### src/game_pkg.sv
`default_nettype none

package game_pkg;

    typedef logic [3:0] coord_t; // one grid column or row, 0 to 15

    localparam coord_t GRID_LAST = 4'd15; // last row and last column of the playfield
    localparam coord_t SHIP_ROW = 4'd15;  // the ship always sits on the bottom row

    // shots fly straight up and carry no drift
    typedef struct packed {
        logic   active;
        coord_t x;
        coord_t y;
    } shot_t;

    // drift is two's complement, so 2'b11 means one column left per step
    typedef struct packed {
        logic              active;
        coord_t            x;
        coord_t            y;
        logic signed [1:0] drift;
    } asteroid_t;

endpackage

`default_nettype wire

### src/object_table.sv
`timescale 1ns/1ps
`default_nettype none

module object_table #(
    parameter type entry_t = logic [7:0],
    parameter int DEPTH = 4,
    localparam int IW = $clog2(DEPTH)
) (
    input  wire logic    clock,
    input  wire logic    reset,
    input  wire logic    load,
    input  wire [IW-1:0] load_index,
    input  entry_t       load_entry,
    input  wire logic    move_write,
    input  wire [IW-1:0] move_index,
    input  entry_t       move_entry,
    input  wire logic    check_write,
    input  wire [IW-1:0] check_index,
    input  entry_t       check_entry,
    input  wire [IW-1:0] read_index_a,
    output entry_t       read_entry_a,
    input  wire [IW-1:0] read_index_b,
    output entry_t       read_entry_b,
    input  wire [IW-1:0] read_index_c,
    output entry_t       read_entry_c
);

    entry_t entries [DEPTH];

    // only one port writes per cycle, and a clash resolves in favour of the checker
    always_ff @(posedge clock or posedge reset) begin
        if (reset) begin
            for (int i = 0; i < DEPTH; i++) begin
                entries[i] <= '0; // all zero means inactive
            end
        end else if (check_write) begin
            entries[check_index] <= check_entry;
        end else if (move_write) begin
            entries[move_index] <= move_entry;
        end else if (load) begin
            entries[load_index] <= load_entry;
        end
    end

    assign read_entry_a = entries[read_index_a]; // mover port
    assign read_entry_b = entries[read_index_b]; // checker port
    assign read_entry_c = entries[read_index_c]; // external inspection port

endmodule

`default_nettype wire

### src/shot_mover.sv
`timescale 1ns/1ps
`default_nettype none

module shot_mover #(
    parameter int DEPTH = 4,
    localparam int IW = $clog2(DEPTH)
) (
    input  wire logic      clock,
    input  wire logic      reset,
    input  wire logic      req,
    output logic           ack,
    output logic [IW-1:0]  read_index,
    input  game_pkg::shot_t read_entry,
    output logic           write,
    output logic [IW-1:0]  write_index,
    output game_pkg::shot_t write_entry
);

    logic          busy;
    logic [IW-1:0] index;

    always_ff @(posedge clock or posedge reset) begin
        if (reset) begin
            busy  <= 1'b0;
            ack   <= 1'b0;
            index <= '0;
        end else if (busy) begin
            index <= (index == IW'(DEPTH - 1)) ? '0 : index + 1'b1;
            if (index == IW'(DEPTH - 1)) begin
                busy <= 1'b0;
                ack  <= 1'b1; // last write lands on this edge
            end
        end else if (ack) begin
            ack <= req; // hold until the coordinator lets go
        end else if (req) begin
            busy  <= 1'b1;
            index <= '0;
        end
    end

    always_comb begin
        write_entry = read_entry;
        if (read_entry.active) begin
            if (read_entry.y == '0) begin
                write_entry.active = 1'b0; // leaves the top of the screen
            end else begin
                write_entry.y = read_entry.y - 1'b1;
            end
        end
    end

    assign read_index  = index;
    assign write_index = index;
    assign write       = busy; // one entry per cycle, inactive ones rewritten unchanged

endmodule

`default_nettype wire

### src/asteroid_mover.sv
`timescale 1ns/1ps
`default_nettype none

module asteroid_mover #(
    parameter int DEPTH = 4,
    localparam int IW = $clog2(DEPTH)
) (
    input  wire logic          clock,
    input  wire logic          reset,
    input  wire logic          req,
    output logic               ack,
    output logic [IW-1:0]      read_index,
    input  game_pkg::asteroid_t read_entry,
    output logic               write,
    output logic [IW-1:0]      write_index,
    output game_pkg::asteroid_t write_entry
);

    import game_pkg::*;

    logic          busy;
    logic [IW-1:0] index;
    coord_t        drift_step; // drift widened to a full coordinate

    always_ff @(posedge clock or posedge reset) begin
        if (reset) begin
            busy  <= 1'b0;
            ack   <= 1'b0;
            index <= '0;
        end else if (busy) begin
            index <= (index == IW'(DEPTH - 1)) ? '0 : index + 1'b1;
            if (index == IW'(DEPTH - 1)) begin
                busy <= 1'b0;
                ack  <= 1'b1;
            end
        end else if (ack) begin
            ack <= req;
        end else if (req) begin
            busy  <= 1'b1;
            index <= '0;
        end
    end

    assign drift_step = {{2{read_entry.drift[1]}}, read_entry.drift};

    always_comb begin
        write_entry = read_entry;
        if (read_entry.active) begin
            if (read_entry.y == GRID_LAST) begin
                write_entry.active = 1'b0; // falls off the bottom
            end else begin
                write_entry.y = read_entry.y + 1'b1;
                write_entry.x = read_entry.x + drift_step; // 4-bit add wraps the column
            end
        end
    end

    assign read_index  = index;
    assign write_index = index;
    assign write       = busy;

endmodule

`default_nettype wire

### src/collision_checker.sv
`timescale 1ns/1ps
`default_nettype none

module collision_checker #(
    parameter int SHOT_DEPTH = 4,
    parameter int ASTEROID_DEPTH = 4,
    localparam int SIW = $clog2(SHOT_DEPTH),
    localparam int AIW = $clog2(ASTEROID_DEPTH)
) (
    input  wire logic           clock,
    input  wire logic           reset,
    input  wire logic           check_shots_req,
    output logic                check_shots_ack,
    input  wire logic           check_asteroids_req,
    output logic                check_asteroids_ack,
    input  game_pkg::coord_t    ship_x,
    output logic [SIW-1:0]      shot_read_index,
    input  game_pkg::shot_t     shot_read_entry,
    output logic                shot_write,
    output logic [SIW-1:0]      shot_write_index,
    output game_pkg::shot_t     shot_write_entry,
    output logic [AIW-1:0]      asteroid_read_index,
    input  game_pkg::asteroid_t asteroid_read_entry,
    output logic                asteroid_write,
    output logic [AIW-1:0]      asteroid_write_index,
    output game_pkg::asteroid_t asteroid_write_entry,
    output logic [7:0]          hits,
    output logic                ship_hit
);

    import game_pkg::*;

    logic           busy;
    logic           asteroid_mode; // set for the asteroid check, which adds the ship pass
    logic           ship_phase;    // first pass of asteroid mode, one asteroid per cycle
    logic [SIW-1:0] shot_index;
    logic [AIW-1:0] asteroid_index;
    logic           last_shot;
    logic           last_asteroid;
    logic           ship_match;
    logic           pair_match;

    assign last_shot     = (shot_index == SIW'(SHOT_DEPTH - 1));
    assign last_asteroid = (asteroid_index == AIW'(ASTEROID_DEPTH - 1));

    always_ff @(posedge clock or posedge reset) begin
        if (reset) begin
            busy                <= 1'b0;
            asteroid_mode       <= 1'b0;
            ship_phase          <= 1'b0;
            shot_index          <= '0;
            asteroid_index      <= '0;
            check_shots_ack     <= 1'b0;
            check_asteroids_ack <= 1'b0;
        end else if (busy) begin
            asteroid_index <= last_asteroid ? '0 : asteroid_index + 1'b1; // inner loop
            if (last_asteroid && ship_phase) begin
                ship_phase <= 1'b0; // ship pass over, pairs follow
            end else if (last_asteroid) begin
                shot_index <= last_shot ? '0 : shot_index + 1'b1;
                if (last_shot) begin
                    busy                <= 1'b0;
                    check_shots_ack     <= !asteroid_mode;
                    check_asteroids_ack <= asteroid_mode;
                end
            end
        end else if (check_shots_ack || check_asteroids_ack) begin
            check_shots_ack     <= check_shots_ack && check_shots_req;
            check_asteroids_ack <= check_asteroids_ack && check_asteroids_req;
        end else if (check_shots_req || check_asteroids_req) begin
            busy           <= 1'b1;
            asteroid_mode  <= !check_shots_req;
            ship_phase     <= !check_shots_req;
            shot_index     <= '0;
            asteroid_index <= '0;
        end
    end

    assign ship_match = busy && ship_phase && asteroid_read_entry.active &&
                        asteroid_read_entry.x == ship_x && asteroid_read_entry.y == SHIP_ROW;
    assign pair_match = busy && !ship_phase && shot_read_entry.active &&
                        asteroid_read_entry.active &&
                        shot_read_entry.x == asteroid_read_entry.x &&
                        shot_read_entry.y == asteroid_read_entry.y;

    always_ff @(posedge clock or posedge reset) begin
        if (reset) begin
            hits     <= 8'd0;
            ship_hit <= 1'b0;
        end else begin
            if (pair_match && hits != 8'hff) begin
                hits <= hits + 8'd1; // saturates at 255
            end
            if (ship_match) begin
                ship_hit <= 1'b1; // sticky until reset
            end
        end
    end

    // a match clears the entry in place and keeps its position bits
    always_comb begin
        shot_write_entry            = shot_read_entry;
        shot_write_entry.active     = 1'b0;
        asteroid_write_entry        = asteroid_read_entry;
        asteroid_write_entry.active = 1'b0;
    end

    assign shot_read_index      = shot_index;
    assign shot_write_index     = shot_index;
    assign asteroid_read_index  = asteroid_index;
    assign asteroid_write_index = asteroid_index;
    assign shot_write           = pair_match;
    assign asteroid_write       = pair_match || ship_match;

endmodule

`default_nettype wire

### src/update_coordinator.sv
`timescale 1ns/1ps
`default_nettype none

module update_coordinator #(
    parameter int SHOT_STEPS = 2,
    parameter int ASTEROID_STEPS = 1
) (
    input  wire logic clock,
    input  wire logic reset,
    input  wire logic update_req,
    output logic      update_ack,
    output logic      move_shots_req,
    input  wire logic move_shots_ack,
    output logic      move_asteroids_req,
    input  wire logic move_asteroids_ack,
    output logic      check_shots_req,
    input  wire logic check_shots_ack,
    output logic      check_asteroids_req,
    input  wire logic check_asteroids_ack
);

    localparam int SW = $clog2(SHOT_STEPS + 2);
    localparam int AW = $clog2(ASTEROID_STEPS + 2);

    // each worker call has a state that holds req and a release state that waits for ack to fall
    typedef enum logic [3:0] {
        IDLE,
        CLEAR,
        CHECK_SHOTS,
        CHECK_SHOTS_RELEASE,
        MOVE_SHOTS,
        MOVE_SHOTS_RELEASE,
        COUNT_SHOTS,
        CHECK_ASTEROIDS,
        CHECK_ASTEROIDS_RELEASE,
        MOVE_ASTEROIDS,
        MOVE_ASTEROIDS_RELEASE,
        COUNT_ASTEROIDS,
        DONE
    } state_t;

    state_t        state;
    state_t        next_state;
    logic [SW-1:0] shot_count;     // moves done in this frame's shot phase
    logic [AW-1:0] asteroid_count;

    always_ff @(posedge clock or posedge reset) begin
        if (reset) begin
            state          <= IDLE;
            shot_count     <= '0;
            asteroid_count <= '0;
        end else begin
            state <= next_state;
            if (state == CLEAR) begin
                shot_count     <= '0;
                asteroid_count <= '0;
            end
            if (state == COUNT_SHOTS) begin
                shot_count <= shot_count + 1'b1;
            end
            if (state == COUNT_ASTEROIDS) begin
                asteroid_count <= asteroid_count + 1'b1;
            end
        end
    end

    always_comb begin
        next_state = state;
        case (state)
            IDLE:                    if (update_req) next_state = CLEAR;
            CLEAR:                   next_state = CHECK_SHOTS;
            CHECK_SHOTS:             if (check_shots_ack) next_state = CHECK_SHOTS_RELEASE;
            CHECK_SHOTS_RELEASE:
                if (!check_shots_ack) begin
                    next_state = (shot_count == SW'(SHOT_STEPS)) ? CHECK_ASTEROIDS : MOVE_SHOTS;
                end
            MOVE_SHOTS:              if (move_shots_ack) next_state = MOVE_SHOTS_RELEASE;
            MOVE_SHOTS_RELEASE:      if (!move_shots_ack) next_state = COUNT_SHOTS;
            COUNT_SHOTS:             next_state = CHECK_SHOTS;
            CHECK_ASTEROIDS:         if (check_asteroids_ack) next_state = CHECK_ASTEROIDS_RELEASE;
            CHECK_ASTEROIDS_RELEASE:
                if (!check_asteroids_ack) begin
                    next_state = (asteroid_count == AW'(ASTEROID_STEPS)) ? DONE : MOVE_ASTEROIDS;
                end
            MOVE_ASTEROIDS:          if (move_asteroids_ack) next_state = MOVE_ASTEROIDS_RELEASE;
            MOVE_ASTEROIDS_RELEASE:  if (!move_asteroids_ack) next_state = COUNT_ASTEROIDS;
            COUNT_ASTEROIDS:         next_state = CHECK_ASTEROIDS;
            DONE:                    if (!update_req) next_state = IDLE; // ack drops a cycle later
            default:                 next_state = IDLE;
        endcase
    end

    // moore outputs, so only one worker req can be high at a time
    assign check_shots_req     = (state == CHECK_SHOTS);
    assign move_shots_req      = (state == MOVE_SHOTS);
    assign check_asteroids_req = (state == CHECK_ASTEROIDS);
    assign move_asteroids_req  = (state == MOVE_ASTEROIDS);
    assign update_ack          = (state == DONE);

endmodule

`default_nettype wire

### src/asteroid_update_top.sv
`timescale 1ns/1ps
`default_nettype none

module asteroid_update_top #(
    parameter int SHOT_DEPTH = 4,
    parameter int ASTEROID_DEPTH = 4,
    parameter int SHOT_STEPS = 2,
    parameter int ASTEROID_STEPS = 1,
    localparam int SIW = $clog2(SHOT_DEPTH),
    localparam int AIW = $clog2(ASTEROID_DEPTH)
) (
    input  wire logic           clock,
    input  wire logic           reset,
    input  wire logic           update_req,
    output logic                update_ack,
    input  game_pkg::coord_t    ship_x,
    input  wire logic           shot_load,
    input  wire [SIW-1:0]       shot_load_index,
    input  game_pkg::shot_t     shot_load_entry,
    input  wire logic           asteroid_load,
    input  wire [AIW-1:0]       asteroid_load_index,
    input  game_pkg::asteroid_t asteroid_load_entry,
    input  wire [SIW-1:0]       shot_read_index,
    output game_pkg::shot_t     shot_read_entry,
    input  wire [AIW-1:0]       asteroid_read_index,
    output game_pkg::asteroid_t asteroid_read_entry,
    output logic [7:0]          hits,
    output logic                ship_hit
);

    import game_pkg::*;

    logic           move_shots_req, move_shots_ack, move_asteroids_req, move_asteroids_ack;
    logic           check_shots_req, check_shots_ack, check_asteroids_req, check_asteroids_ack;
    logic [SIW-1:0] sm_read_index, sm_write_index, sc_read_index, sc_write_index;
    logic [AIW-1:0] am_read_index, am_write_index, ac_read_index, ac_write_index;
    logic           sm_write, sc_write, am_write, ac_write;
    shot_t          sm_read_entry, sm_write_entry, sc_read_entry, sc_write_entry;
    asteroid_t      am_read_entry, am_write_entry, ac_read_entry, ac_write_entry;

    update_coordinator #(.SHOT_STEPS(SHOT_STEPS), .ASTEROID_STEPS(ASTEROID_STEPS)) coordinator (
        .clock, .reset, .update_req, .update_ack,
        .move_shots_req, .move_shots_ack, .move_asteroids_req, .move_asteroids_ack,
        .check_shots_req, .check_shots_ack, .check_asteroids_req, .check_asteroids_ack
    );

    object_table #(.entry_t(shot_t), .DEPTH(SHOT_DEPTH)) shot_table (
        .clock, .reset,
        .load(shot_load), .load_index(shot_load_index), .load_entry(shot_load_entry),
        .move_write(sm_write), .move_index(sm_write_index), .move_entry(sm_write_entry),
        .check_write(sc_write), .check_index(sc_write_index), .check_entry(sc_write_entry),
        .read_index_a(sm_read_index), .read_entry_a(sm_read_entry),
        .read_index_b(sc_read_index), .read_entry_b(sc_read_entry),
        .read_index_c(shot_read_index), .read_entry_c(shot_read_entry)
    );

    object_table #(.entry_t(asteroid_t), .DEPTH(ASTEROID_DEPTH)) asteroid_table (
        .clock, .reset,
        .load(asteroid_load), .load_index(asteroid_load_index),
        .load_entry(asteroid_load_entry),
        .move_write(am_write), .move_index(am_write_index), .move_entry(am_write_entry),
        .check_write(ac_write), .check_index(ac_write_index), .check_entry(ac_write_entry),
        .read_index_a(am_read_index), .read_entry_a(am_read_entry),
        .read_index_b(ac_read_index), .read_entry_b(ac_read_entry),
        .read_index_c(asteroid_read_index), .read_entry_c(asteroid_read_entry)
    );

    shot_mover #(.DEPTH(SHOT_DEPTH)) shot_move (
        .clock, .reset, .req(move_shots_req), .ack(move_shots_ack),
        .read_index(sm_read_index), .read_entry(sm_read_entry),
        .write(sm_write), .write_index(sm_write_index), .write_entry(sm_write_entry)
    );

    asteroid_mover #(.DEPTH(ASTEROID_DEPTH)) asteroid_move (
        .clock, .reset, .req(move_asteroids_req), .ack(move_asteroids_ack),
        .read_index(am_read_index), .read_entry(am_read_entry),
        .write(am_write), .write_index(am_write_index), .write_entry(am_write_entry)
    );

    collision_checker #(.SHOT_DEPTH(SHOT_DEPTH), .ASTEROID_DEPTH(ASTEROID_DEPTH)) collision_check (
        .clock, .reset,
        .check_shots_req, .check_shots_ack, .check_asteroids_req, .check_asteroids_ack,
        .ship_x,
        .shot_read_index(sc_read_index), .shot_read_entry(sc_read_entry),
        .shot_write(sc_write), .shot_write_index(sc_write_index),
        .shot_write_entry(sc_write_entry),
        .asteroid_read_index(ac_read_index), .asteroid_read_entry(ac_read_entry),
        .asteroid_write(ac_write), .asteroid_write_index(ac_write_index),
        .asteroid_write_entry(ac_write_entry),
        .hits, .ship_hit
    );

endmodule

`default_nettype wire

### config.mk
export PLATFORM = sky130hd
export DESIGN_NAME = asteroid_update_top
export DESIGN_NICKNAME = d
export VERILOG_FILES = /design/src/game_pkg.sv /design/src/object_table.sv /design/src/shot_mover.sv /design/src/asteroid_mover.sv /design/src/collision_checker.sv /design/src/update_coordinator.sv /design/src/asteroid_update_top.sv
export SDC_FILE = /design/constraint.sdc
export NUM_CORES = 1
export LEC_CHECK = 0
export BUFFER_PORTS_ARGS = -buffer_cell sky130_fd_sc_hd__buf_2
export CAP_MARGIN = 20
export CORE_UTILIZATION = 62
export CTS_BUF_LIST = sky130_fd_sc_hd__clkbuf_16
export CTS_CLUSTER_DIAMETER = 200
export DETAILED_ROUTE_END_ITERATION = 8
export HOLD_SLACK_MARGIN = 0.08
export PLACE_DENSITY = 0.82
export SETUP_SLACK_MARGIN = 0.05
export SLEW_MARGIN = 10
export SYNTH_ARGS = -nofsm -noshare
export SYNTH_HDL_FRONTEND = slang
export SYNTH_HIERARCHICAL = 1
export SYNTH_SLANG_ARGS = --single-unit
### constraint.sdc
create_clock -name clock -period 4.6 [get_ports clock]
set_input_delay 0.46 -clock clock [delete_from_list [all_inputs] [get_ports clock]]
set_output_delay 0.46 -clock clock [all_outputs]
set_load 0.02 [all_outputs]
-- Word level (Yosys, flattened, before mapping)
Cells that the tools add are included.
- memories: 0
- bits in latches: 0
- output and inout bits: 30
- register bits after elaboration: 114
- input bits: 37
- memory bits (read-only): 0
- RAM bits: 0
- reductions and logical operators: 44
- shifts and indexed selects: 0
- add/sub/neg operators: 10
- $lt $le $gt $ge: 14
- equality and inequality tests: 43
- bitwise operators: 10
- multiply operators: 0
- muxes and demuxes: 115
- divide/modulo/power cells: 0
- operator list (kind ; number):
    bitwise mux 44 bit ; 3
    two-way mux 44 bit ; 3
    bitwise mux 36 bit ; 3
    two-way mux 36 bit ; 3
    two-way mux 11 bit ; 9
    two-way mux 9 bit ; 10
    binary-select mux 11 bit (select 2 bit) ; 3
    demux 11 bit (select 2 bit) ; 3
    binary-select mux 9 bit (select 2 bit) ; 3
    demux 9 bit (select 2 bit) ; 3
    two-way mux 4 bit ; 12
    one-hot mux 4 bit (12 select lines) ; 1
    two-way mux 2 bit ; 20
    two-way mux 1 bit ; 37
    inequality test 2 bit, second input constant ; 18
    == test 4 bit, second input constant ; 7
    greater-or-equal comparator 3 bit, second input constant ; 8
    inverter 2 -> 3 bit ; 8
    logical AND 1 bit ; 19
    < comparator 3 x 1 -> 1 bit, second input constant ; 6
    == test 4 x 3 -> 1 bit, second input constant ; 4
    adder 2 x 1 -> 2 bit, second input constant ; 6
    == test 4 bit ; 3
    nonzero test 2 bit ; 6
    other kinds (22) ; 38

-- Longest topological paths before layout
Gate-level depths: netlist (run 1).
- depth in word-level cells: 10
- mapped depth: 14
- mapped depth without buffers: 9

-- Modules after synthesis
The synthesis (run 1) kept the hierarchy.
- modules (own cells, without submodules) (module ; seq. area each (µm²) ; times used ; cells each ; area an instance (µm²)):
    object_table at asteroid_table ; 1101.1 ; 1 ; 327 ; 3347.0
    object_table at shot_table ; 900.9 ; 1 ; 266 ; 2856.5
    collision_checker ; 450.4 ; 1 ; 139 ; 1244.9
    update_coordinator ; 200.2 ; 1 ; 77 ; 660.6
    asteroid_mover ; 100.1 ; 1 ; 53 ; 432.9
    shot_mover ; 100.1 ; 1 ; 43 ; 380.4

-- Least setup slack after synthesis (run 1)
Ideal clock, no wire load.
- kind: flip-flop to flip-flop
- start point: register collision_check.asteroid_index[0], in the netlist collision_check/asteroid_read_index[0]
- end point: register asteroid_table/entries[22] (netlist bit)
- data arrival time: 3.038 ns
- slack: 1.436 ns
- cell stages (with the launch flop): 14
- path buffers: 4
- required time: 4.475 ns
- path through: dfrtp_1 > buf_2 > mux4_2 > xor2_1 > nor3_2 > and4_1 > buf_4 > nand2b_1 > buf_2 > inv_1 > o311ai_1 > o21a_2 > buf_6 > mux2_4
- RTL lines (item ; RTL line ; source):
    start, declared ; collision_checker.sv:37 ; logic [AIW-1:0] asteroid_index;
    start signal, assigned ; collision_checker.sv:56 ; asteroid_index <= last_asteroid ? '0 : asteroid_index + 1'b1;
    end signal, assigned by index ; object_table.sv:37 ; entries[check_index] <= check_entry;
    end signal, assigned by index ; object_table.sv:39 ; entries[move_index] <= move_entry;
    end signal, assigned by index ; object_table.sv:41 ; entries[load_index] <= load_entry;
    end, declared ; object_table.sv:28 ; entry_t entries [DEPTH];

==> flow_metrics.py, run 1 <==
metrics = {
    "power": {
        "power.density_nw_per_um2": 305.1,
        "p_leak_nw": 3.985,
        "comb_power_share_pct": 19.7,
        "swShare_pct": 30.56,
        "power_mw": 2.916,
        "pwr-share-seq_pct": 41.4,
        "ir_worst_vdd_mv": 0.2724,
        "p_clk_share_pct": 38.8,
        "p_int_mw": 2.025,
        "p_sw_uw": 891.1,
    },
    "worst_hold_path": {
        "hp-class": "in2reg",
    },
    "clock_network": {
        "clk_latency_ns": 0.43,
        "root_buffer": "clkbuf_16",
        "cts_tree": "built",
        "cts_buffers": 17,
        "cts_max_level": 4,
        "post_cts_buffers": 0,
        "clk_path_buf_depth": 2,
        "cts_num_sinks": 114,
        "clkSlewWorstSetupHoldPaths_ns": 0.05,
    },
    "grt": {
        "grt_pass1_wl_microns": 39210,
        "grt_max_degree": 45,
        "grt_pass1_vias": 7625,
        "antenna_found_initial": 0,
        "track_usage_pct": 35.27,
        "overflow": 0,
    },
    "die": {
        "die_x_microns": 122.0,
        "core_area_sq_um": 13930,
        "rows": 43,
        "die_h_microns": 122.0,
        "dieArea_sq_um": 14870,
        "ioPinCount": 67,
        "start_util_pct": 64.03,
    },
    "sta": {
        "setup_tns_ns": 0,
        "tightest_slew_ns": 1.075,
        "hold_viol_final": 0,
        "slew_headroom_pct": 28.20,
        "post-route-min-period_ns": 4.175,
        "setup_viol": 0,
        "rsz0062_at_grt": "no",
        "period_share_pct": 90.76,
        "fmax_mhz": 239.5,
        "slew_violations": 0,
        "finClkSkew_ns": 0.005513,
    },
    "setup_path": {
        "reg2reg_depth": 10,
        "r2r_end": "asteroid_table/entries[32]",
        "critPathMaxFanout": 15,
        "cp-start-kind": "flop",
        "arrival_ns": 4.49,
        "r2r_slack_ns": 0.43,
        "critical_path.endpoint": "asteroid_table/entries[32]",
        "startpoint": "collision_check/asteroid_read_index[0]",
        "path_class": "reg2reg",
        "cp.required_ns": 4.91,
        "r2r-start": "collision_check/asteroid_read_index[0]",
        "crit_path_end_kind": "flop",
    },
    "logic_synthesis": {
        "yosysWarnings": 6,
        "yosys.area.top_type": "dfrtp_1",
        "netlist_area_sq_um": 8922,
        "synth_most_common_cell": "nand2_1",
        "netlist-cell-type-count": 77,
        "synth-async-reset-ratio_pct": 100.0,
        "synth_flop_cell": "dfrtp_1",
        "synth_top_area_share_pct": 31.97,
        "ys_top_cells_by_area": "dfrtp_1 32%, mux4_2 15%, nand2_1 5.5%, a32oi_1 3.9%, nor2_1 3.5%",
        "postSynthAreaPerCell_sq_um": 9.859,
        "synth_seq_cells": 114,
        "syn_inst": 905,
        "ys_seq_area_share_pct": 31.97,
        "synth_edf_count": 0,
        "ys_top_cells_by_count": "130 x nand2_1, 114 x dfrtp_1, 84 x nor2_1",
    },
    "placed_design": {
        "place_congestion": 0.9372,
        "dp.cells": 1082,
        "post-dp-hpwl_microns": 16400,
        "io_buffers": 66,
    },
    "drt": {
        "drt-total-wl_microns": 24840,
        "first_iter_violations": 1025,
        "vias": 7813,
        "ant_nets": 0,
        "first_pass_iters": 6,
        "avgRoutedWirePerCell_microns": 22.30,
        "drc": 0,
        "via_per_inst": 7.013,
    },
    "layout": {
        "area_growth_syn_to_layout_pct": 7.124,
        "antennaDiodeCount": 0,
        "nNetsFinal": 972,
        "final_util_pct": 68.59,
        "final_cells": 1114,
        "drive_above_1_share_pct": 24.73,
        "nFillCells": 1069,
    },
    "flow_run": {
        "drv_cap": 0,
    },
    "status": {
        "outcome": "complete, no violations",
    },
}
## state kept, by name, indices dropped and copies added, names as in the netlist, 2 cells and up
signal	flops
asteroid_move/read_index	2
coordinator/asteroid_count	2
shot_table/entries	36
collision_check/asteroid_read_index	2
shot_move/read_index	2
collision_check/hits	8
collision_check/shot_read_index	2
coordinator/state	4
coordinator/shot_count	2
asteroid_table/entries	44
## stage by stage
stage	setup slack [ns]	area, sq um	hold WS [ns]
finish	0.4251	9558	0.3813
global route	0.1467	9558	0.3931
CTS	0.4517	9558	0.3639
detailed placement	0.4895	9061	0.4254
global placement	0.6048	9061	0.4165
floorplan	1.436	8926	0.2261
## power groups by stage
stage	Clock [mW]	Sequential [mW]	Combinational, mW
floorplan	0	1.19	0.447
global placement	0	1.21	0.551
detailed placement	0	1.22	0.564
CTS	1.13	1.21	0.567
global route	1.18	1.22	0.621
finish	1.13	1.21	0.576
## timing repair
item	CTS	global route
endpoints found under the hold margin	16	0
resized for setup	0	0
hold buffers	1	0
## cells in the final DEF, fill, tap and decap left out, drive strengths merged, types with 32 or more instances in the layout
| cell | n |
|---|---|
| nand2 | 131 |
| dfrtp | 114 |
| buf | 96 |
| nor2 | 84 |
| mux4 | 60 |
| o21ai | 44 |
| a32oi | 40 |
| inv | 36 |
| a21oi | 33 |
| a221oi | 32 |
## logic make-up (layout without fill, tap and decap cells)
logic type,Yosys count,count (layout),synth area share [%]
AO/OA/AOI/OAI,223,223,18.23
XOR/XNOR,20,20,1.963
adder cells (fa/ha/maj),13,13,1.907
buffers and inverters,132,160,8.666
flip-flops,114,114,31.97
multiplexers,92,92,19.55
other,1,2,0.04203
AND/OR/NAND/NOR,310,310,17.67
## cell type report
cell class | instances | area, sq um | area share (%)
clock buffers | 17 | 425.4 | 4.451
clock inverters | 14 | 61.31 | 0.6414
inverters | 32 | 120.1 | 1.257
multi-input cells | 660 | 5308 | 55.53
flip-flops and latches | 114 | 2853 | 29.85
well taps | 180 | 225.2 | 2.356
repair buffers | 97 | 565.5 | 5.917
## worst min path at each step
stage                                       from                          end  slack [ns]  depth (start not counted)
after floorplan                            reset            asteroid_move/ack        0.23                          1
after global placement                     reset            asteroid_move/ack        0.42                          2
after detailed placement                   reset  asteroid_move/read_index[1]        0.43                          2
after CTS                 asteroid_load_entry[9]   asteroid_table/entries[42]        0.36                          3
after global routing      asteroid_load_entry[1]   asteroid_table/entries[34]        0.39                          3
final                     asteroid_load_entry[9]   asteroid_table/entries[42]        0.38                          3
## metal layers
| layer | track usage, % | vias to the layer above | part of all wire, % |
|---|---|---|---|
| li1 | - | 3443 | - |
| met1 | 44.72 | 3732 | 38 |
| met2 | 55.47 | 537 | 47 |
| met3 | 8.287 | 101 | 11 |
| met4 | 19.98 | 0 | 4.0 |
| met5 | 0 | - | 0 |
## worst max-delay path, stage by stage, from the launching register on
cell and delay (ns):
dfrtp_1 0.86, mux4_2 0.66, xor2_1 0.20, nor3_2 0.21, and4_2 0.48, nand2b_1 0.32
buf_4 0.24, inv_1 0.10, o311ai_1 0.10, o21a_2 0.48, mux2_2 0.39
No activity file was read; power rests on OpenSTA's default activity.
==> run 2: changes to the inputs <==
--- a/config.mk
+++ b/config.mk
@@ -13,6 +13,7 @@
 export DETAILED_ROUTE_END_ITERATION = 8
 export HOLD_SLACK_MARGIN = 0.08
 export PLACE_DENSITY = 0.82
+export RECOVER_POWER = 100
 export SETUP_SLACK_MARGIN = 0.05
 export SLEW_MARGIN = 10
 export SYNTH_ARGS = -nofsm -noshare
==> run 2 against run 1 <==
The run now ends with max-capacitance violations, max-slew violations left; count of clock-buffer cells in the layout unchanged; register-to-register slack worse by 0.04 ns; worst hold slack worse by 0.0054 ns; global-route usage unchanged; sequential share of layout area up 0.38 points.
==> flow_metrics.py, run 2 (synthesis results as in run 1) <==
metrics = {
    "power": {
        "p_sw_uw": 889.8,
        "p_clk_share_pct": 39.1,
        "power.density_nw_per_um2": 307.0,
        "power_mw": 2.897,
        "swShare_pct": 30.72,
        "ir_worst_vdd_mv": 0.2750,
        "comb_power_share_pct": 19.2,
        "p_int_mw": 2.007,
        "p_leak_nw": 3.850,
        "pwr-share-seq_pct": 41.7,
    },
    "drt": {
        "drt-total-wl_microns": 24920,
        "first_pass_iters": 5,
        "via_per_inst": 7.031,
        "first_iter_violations": 962,
        "drc": 0,
        "ant_nets": 0,
        "vias": 7833,
        "avgRoutedWirePerCell_microns": 22.37,
    },
    "setup_path": {
        "path_buf_inv": 1,
        "r2r-start": "collision_check/asteroid_read_index[0]",
        "critPathMaxFanout": 41,
        "r2r_slack_ns": 0.38,
        "slowest_stage": "dfrtp_1",
        "startpoint": "collision_check/asteroid_read_index[0]",
        "critical_path.endpoint": "shot_table/entries[24]",
        "path_cells": "mux4_2 -> xor2_1 -> nor3_2 -> and4_2 -> clkbuf_2 -> and4bb_1 -> a32oi_1 -> nand2_1 -> mux2_2",
        "crit_family": "simple AND/OR/NAND/NOR gates",
        "path_class": "reg2reg",
        "arrival_ns": 4.54,
        "cp.required_ns": 4.92,
        "crit_path_end_kind": "flop",
        "cp-start-kind": "flop",
        "reg2reg_depth": 9,
        "critPathMaxStageDelay_ns": 0.86,
        "r2r_end": "shot_table/entries[24]",
        "crit_cells": 9,
    },
    "clock_network": {
        "cts_num_sinks": 114,
        "clkSlewWorstSetupHoldPaths_ns": 0.05,
        "root_buffer": "clkbuf_16",
        "cts_buffers": 17,
        "cts_resized": 0,
        "cts_max_level": 4,
        "cts_tree": "built",
        "clk_path_buf_depth": 2,
        "clk_latency_ns": 0.43,
    },
    "placed_design": {
        "place_congestion": 0.9372,
        "io_buffers": 66,
        "dp.cells": 1082,
        "post-dp-hpwl_microns": 16400,
    },
    "grt": {
        "antenna_found_initial": 0,
        "track_usage_pct": 35.27,
        "grt_pass1_vias": 7625,
        "overflow": 0,
        "grt_pass1_wl_microns": 39210,
        "grt_max_degree": 45,
    },
    "die": {
        "die_x_microns": 122.0,
        "start_util_pct": 64.03,
        "core_area_sq_um": 13930,
        "ioPinCount": 67,
        "die_h_microns": 122.0,
        "dieArea_sq_um": 14870,
        "rows": 43,
    },
    "sta": {
        "post-route-min-period_ns": 4.219,
        "slew_violations": 82,
        "setup_viol": 0,
        "tightest_slew_ns": 2.559,
        "period_share_pct": 91.71,
        "slew_headroom_pct": -70.60,
        "fmax_mhz": 237.0,
        "hold_viol_final": 0,
        "finClkSkew_ns": 0.006262,
        "rsz0062_at_grt": "no",
        "setup_tns_ns": 0,
        "hold_slack_ns": 0.3759,
    },
    "flow_run": {
        "drv_cap": 2,
    },
    "layout": {
        "antennaDiodeCount": 0,
        "largest_reg_flops": 44,
        "drive_above_1_share_pct": 19.70,
        "final_cells": 1114,
        "nNetsFinal": 972,
        "area_growth_syn_to_layout_pct": 5.764,
        "regMostFlops": "asteroid_table/entries",
        "layout_common_cells": "130 x nand2_1, 114 x dfrtp_1, 84 x nor2_1, 60 x mux4_2, 41 x o21ai_0",
        "reg_top3": "asteroid_table/entries x44, shot_table/entries x36, collision_check/hits x8",
        "final_common_cell": "nand2_1",
    },
    "status": {
        "outcome": "finished with violations",
        "violations": "max-capacitance violations, max-slew violations",
    },
    "worst_hold_path": {
        "hp-class": "in2reg",
    },
}
==> run 2: repair_timing <==
action / 4_1_cts / 5_1_grt
setup endpoints to repair: 0 / 0
hold buffers: 1 / 0
buffers inserted: 0 / 0
hold endpoints to repair: 16 / 0
==> run 2: worst min path at each step <==
stage                                 startpoint                           to  slack [ns]  cells past startpoint
after detailed placement                   reset  asteroid_move/read_index[1]        0.43                      2
after floorplan                            reset            asteroid_move/ack        0.23                      1
after global placement                     reset            asteroid_move/ack        0.42                      2
final                     asteroid_load_entry[0]   asteroid_table/entries[33]        0.38                      3
after CTS                 asteroid_load_entry[9]   asteroid_table/entries[42]        0.36                      3
after global routing      asteroid_load_entry[1]   asteroid_table/entries[34]        0.39                      3
==> run 2: area by class of cell <==
type                            instances  area [sq um]
Multi-Input combinational cell        660          5250
Fill cell                            1106          4498
Clock inverter                         14         61.31
Tap cell                              180         225.2
Inverter                               32         120.1
Timing Repair Buffer                   97         501.7
Sequential cell                       114          2853
Clock buffer                           17         425.4
==> run 2: stage by stage <==
step           cell area [sq um]  setup slack, ns  util, %
2_1_floorplan               8926            1.436        -
3_3_place_gp                9061           0.6048    65.03
3_5_place_dp                9061           0.4895    65.03
4_1_cts                     9558           0.4517    68.59
5_1_grt                     9437           0.1179    67.72
6_report                    9437           0.3811    67.72
==> run 2: worst min-delay path, cell delays in order <==
cell and delay (ns):
buf_2 0.11, a221oi_1 0.08, o21ai_1 0.12
==> run 2: power by group through the flow <==
stage	combinational (mW)	sequential, mW	clock (mW)
after floorplan	0.447	1.19	0
after global placement	0.551	1.21	0
final	0.556	1.21	1.13
after global routing	0.603	1.22	1.18
after detailed placement	0.564	1.22	0
after CTS	0.567	1.21	1.13
==> run 2: per-layer routing <==
| layer | share of wire, % | up-vias | track usage, % | wire (microns) |
|---|---|---|---|---|
| li1 | - | 3445 | - | - |
| met1 | 38 | 3804 | 44.72 | 9493 |
| met2 | 48 | 492 | 55.47 | 11890 |
| met3 | 10 | 92 | 8.287 | 2583 |
| met4 | 3.8 | 0 | 19.98 | 955 |
| met5 | 0 | - | 0 | 0 |
==> run 3: changes to the inputs <==
--- a/config.mk
+++ b/config.mk
@@ -7,12 +7,12 @@
 export LEC_CHECK = 0
 export BUFFER_PORTS_ARGS = -buffer_cell sky130_fd_sc_hd__buf_2
 export CAP_MARGIN = 20
-export CORE_UTILIZATION = 62
+export CORE_UTILIZATION = 64
 export CTS_BUF_LIST = sky130_fd_sc_hd__clkbuf_16
 export CTS_CLUSTER_DIAMETER = 200
 export DETAILED_ROUTE_END_ITERATION = 8
 export HOLD_SLACK_MARGIN = 0.08
-export PLACE_DENSITY = 0.82
+export PLACE_DENSITY = 0.84
 export RECOVER_POWER = 100
 export SETUP_SLACK_MARGIN = 0.05
 export SLEW_MARGIN = 10
==> constraint.sdc (replaced) <==
create_clock -name clock -period 4.98 [get_ports clock]
set_input_delay 0.498 -clock clock [delete_from_list [all_inputs] [get_ports clock]]
set_output_delay 0.498 -clock clock [all_outputs]
set_load 0.02 [all_outputs]
==> run 3 against run 2 <==
Sequential share of layout area is 0.17 points higher; cell area decreased by 0.54%; the flow still finishes with violations (max-capacitance violations, max-slew violations); largest power group unchanged; combinational power decreased by 7.9%; flip-flop and latch count did not move; critical endpoint is now shot_table/entries[6]; die area down 3.1%; total power decreased by 6.2%; core utilization increased by 2.3 points; count of clock-buffer cells in the layout did not move; routed wire length decreased by 0.14%; register-to-register slack improved by 0.05 ns; clock power is 4% lower; critical path depth shrank 1.
==> flow_metrics.py, run 3 (synthesis results as in run 1) <==
metrics = {
    "status": {
        "outcome": "finished with violations",
        "violations": "max-capacitance violations, max-slew violations",
    },
    "drt": {
        "first_pass_iters": 6,
        "avgRoutedWirePerCell_microns": 22.60,
        "vias": 7926,
        "first_iter_violations": 1006,
        "via_per_inst": 7.199,
        "drt-total-wl_microns": 24890,
        "ant_nets": 0,
        "drc": 0,
    },
    "setup_path": {
        "crit_family": "compound AO/OA/AOI/OAI gates",
        "startpoint": "collision_check/asteroid_read_index[0]",
        "cp-start-kind": "flop",
        "arrival_ns": 4.89,
        "critPathMaxStageDelay_ns": 1.12,
        "slowest_stage": "a221oi_2",
        "r2r-start": "collision_check/asteroid_read_index[0]",
        "path_buf_inv": 0,
        "critPathMaxFanout": 23,
        "path_class": "reg2reg",
        "crit_path_end_kind": "flop",
        "cp.required_ns": 5.32,
        "path_cells": "mux4_2 -> xor2_1 -> nor3_1 -> and4_2 -> and4b_1 -> a221oi_2 -> a211oi_1 -> a21oi_1",
    },
    "worst_hold_path": {
        "hp-class": "in2reg",
        "min-delay-start": "asteroid_load_entry[7]",
    },
    "clock_network": {
        "clk_path_buf_depth": 2,
        "clk_latency_ns": 0.43,
        "cts_buffers": 17,
        "root_buffer": "clkbuf_16",
        "post_cts_buffers": 0,
        "cts_num_sinks": 114,
        "cts_max_level": 4,
        "cts_tree": "built",
        "clkSlewWorstSetupHoldPaths_ns": 0.06,
    },
    "layout": {
        "layout_common_cells": "130 x nand2_1, 114 x dfrtp_1, 84 x nor2_1, 60 x mux4_2, 43 x o21ai_0",
        "regMostFlops": "asteroid_table/entries",
        "reg_top3": "asteroid_table/entries x44, shot_table/entries x36, collision_check/hits x8",
        "final_common_cell": "nand2_1",
        "drive_above_1_share_pct": 18.59,
        "nNetsFinal": 964,
        "largest_reg_flops": 44,
        "area_growth_syn_to_layout_pct": 5.189,
        "antennaDiodeCount": 0,
    },
    "grt": {
        "antenna_found_initial": 0,
        "grt_pass1_wl_microns": 39410,
        "grt_max_degree": 45,
        "grt_pass1_vias": 7545,
        "overflow": 0,
        "track_usage_pct": 35.91,
    },
    "sta": {
        "slew_headroom_pct": -70.07,
        "finClkSkew_ns": 0.007832,
        "period_share_pct": 91.35,
        "hold_viol_final": 0,
        "tightest_slew_ns": 2.551,
        "post-route-min-period_ns": 4.549,
        "slew_violations": 82,
        "setup_tns_ns": 0,
        "fmax_mhz": 219.8,
        "setup_viol": 0,
        "rsz0062_at_grt": "no",
    },
    "die": {
        "core_area_sq_um": 13400,
        "die_h_microns": 120.1,
        "dieArea_sq_um": 14420,
        "ioPinCount": 67,
        "start_util_pct": 66.58,
        "rows": 42,
        "die_x_microns": 120.1,
    },
    "flow_run": {
        "drv_cap": 2,
    },
    "power": {
        "power.density_nw_per_um2": 289.5,
        "ir_worst_vdd_mv": 0.2669,
        "p_leak_nw": 3.810,
        "power_mw": 2.717,
    },
    "placed_design": {
        "io_buffers": 66,
        "post-dp-hpwl_microns": 16450,
        "place_congestion": 0.9527,
    },
}
run 3: where the power goes:
part           switching (mW)  internal (mW)  total (mW)  leakage (nW)
registers               0.105           1.02        1.13          1.47
clock network           0.419          0.659        1.08         0.265
logic                   0.290          0.222       0.512          2.08
total                   0.814           1.90        2.72          3.81
run 3: stage by stage:
stage	area, sq um	utilization (%)	cells	worst slack, ns	hold WS, ns
final	9385	70.04	1101	0.4306	0.4195
after global routing	9385	70.04	1101	0.1792	0.4383
after CTS	9513	70.99	1101	0.5077	0.4045
after detailed placement	8996	67.13	1070	0.5346	0.4612
after global placement	8996	67.13	1070	0.6426	0.4597
after floorplan	8926	-	906	1.816	0.2641
run 3: what timing repair did:
| action | CTS | global route |
|---|---|---|
| hold endpoints to repair | 8 | 0 |
| hold buffers | 1 | 0 |
| resized for setup | 0 | 0 |
run 3: layout make-up:
class / count / area [sq um]
fillers: 1034 / 4015
flip-flops and latches: 114 / 2853
clock inverters: 13 / 81.33
inverters: 32 / 120.1
repair buffers: 89 / 442.9
clock buffers: 17 / 425.4
well taps: 176 / 220.2
multi-input cells: 660 / 5243
run 3: path summary, 6_finish.rpt:
kind                            slack, ns                    endpoint  cells past startpoint
worst min-delay path                 0.42  asteroid_table/entries[40]                      3
worst min register to register       0.49    collision_check/ship_hit                      1
worst max-delay path                 0.43       shot_table/entries[6]                      8
min in group asynchronous            0.63         asteroid_move/write                      3
worst max register to register       0.43       shot_table/entries[6]                      8
max in group asynchronous            1.83   asteroid_table/entries[8]                      4
run 3: worst register-to-register path, delay by kind of cell, from the launching register on:
| family | cells | cell delay, ns |
|---|---|---|
| multiplexers | 1 | 0.70 |
| AND/OR/NAND/NOR | 3 | 1.22 |
| AO/OA/AOI/OAI | 3 | 1.47 |
| flip-flops | 1 | 0.88 |
| XOR/XNOR | 1 | 0.20 |
run 3: per-layer routing:
metal	part of all wire [%]	wire length [microns]	GRT usage (%)
met3	11	2778	6.797
met1	37	9128	46.53
met5	0	0	0
met4	4.4	1095	19.92
met2	48	11880	56.86
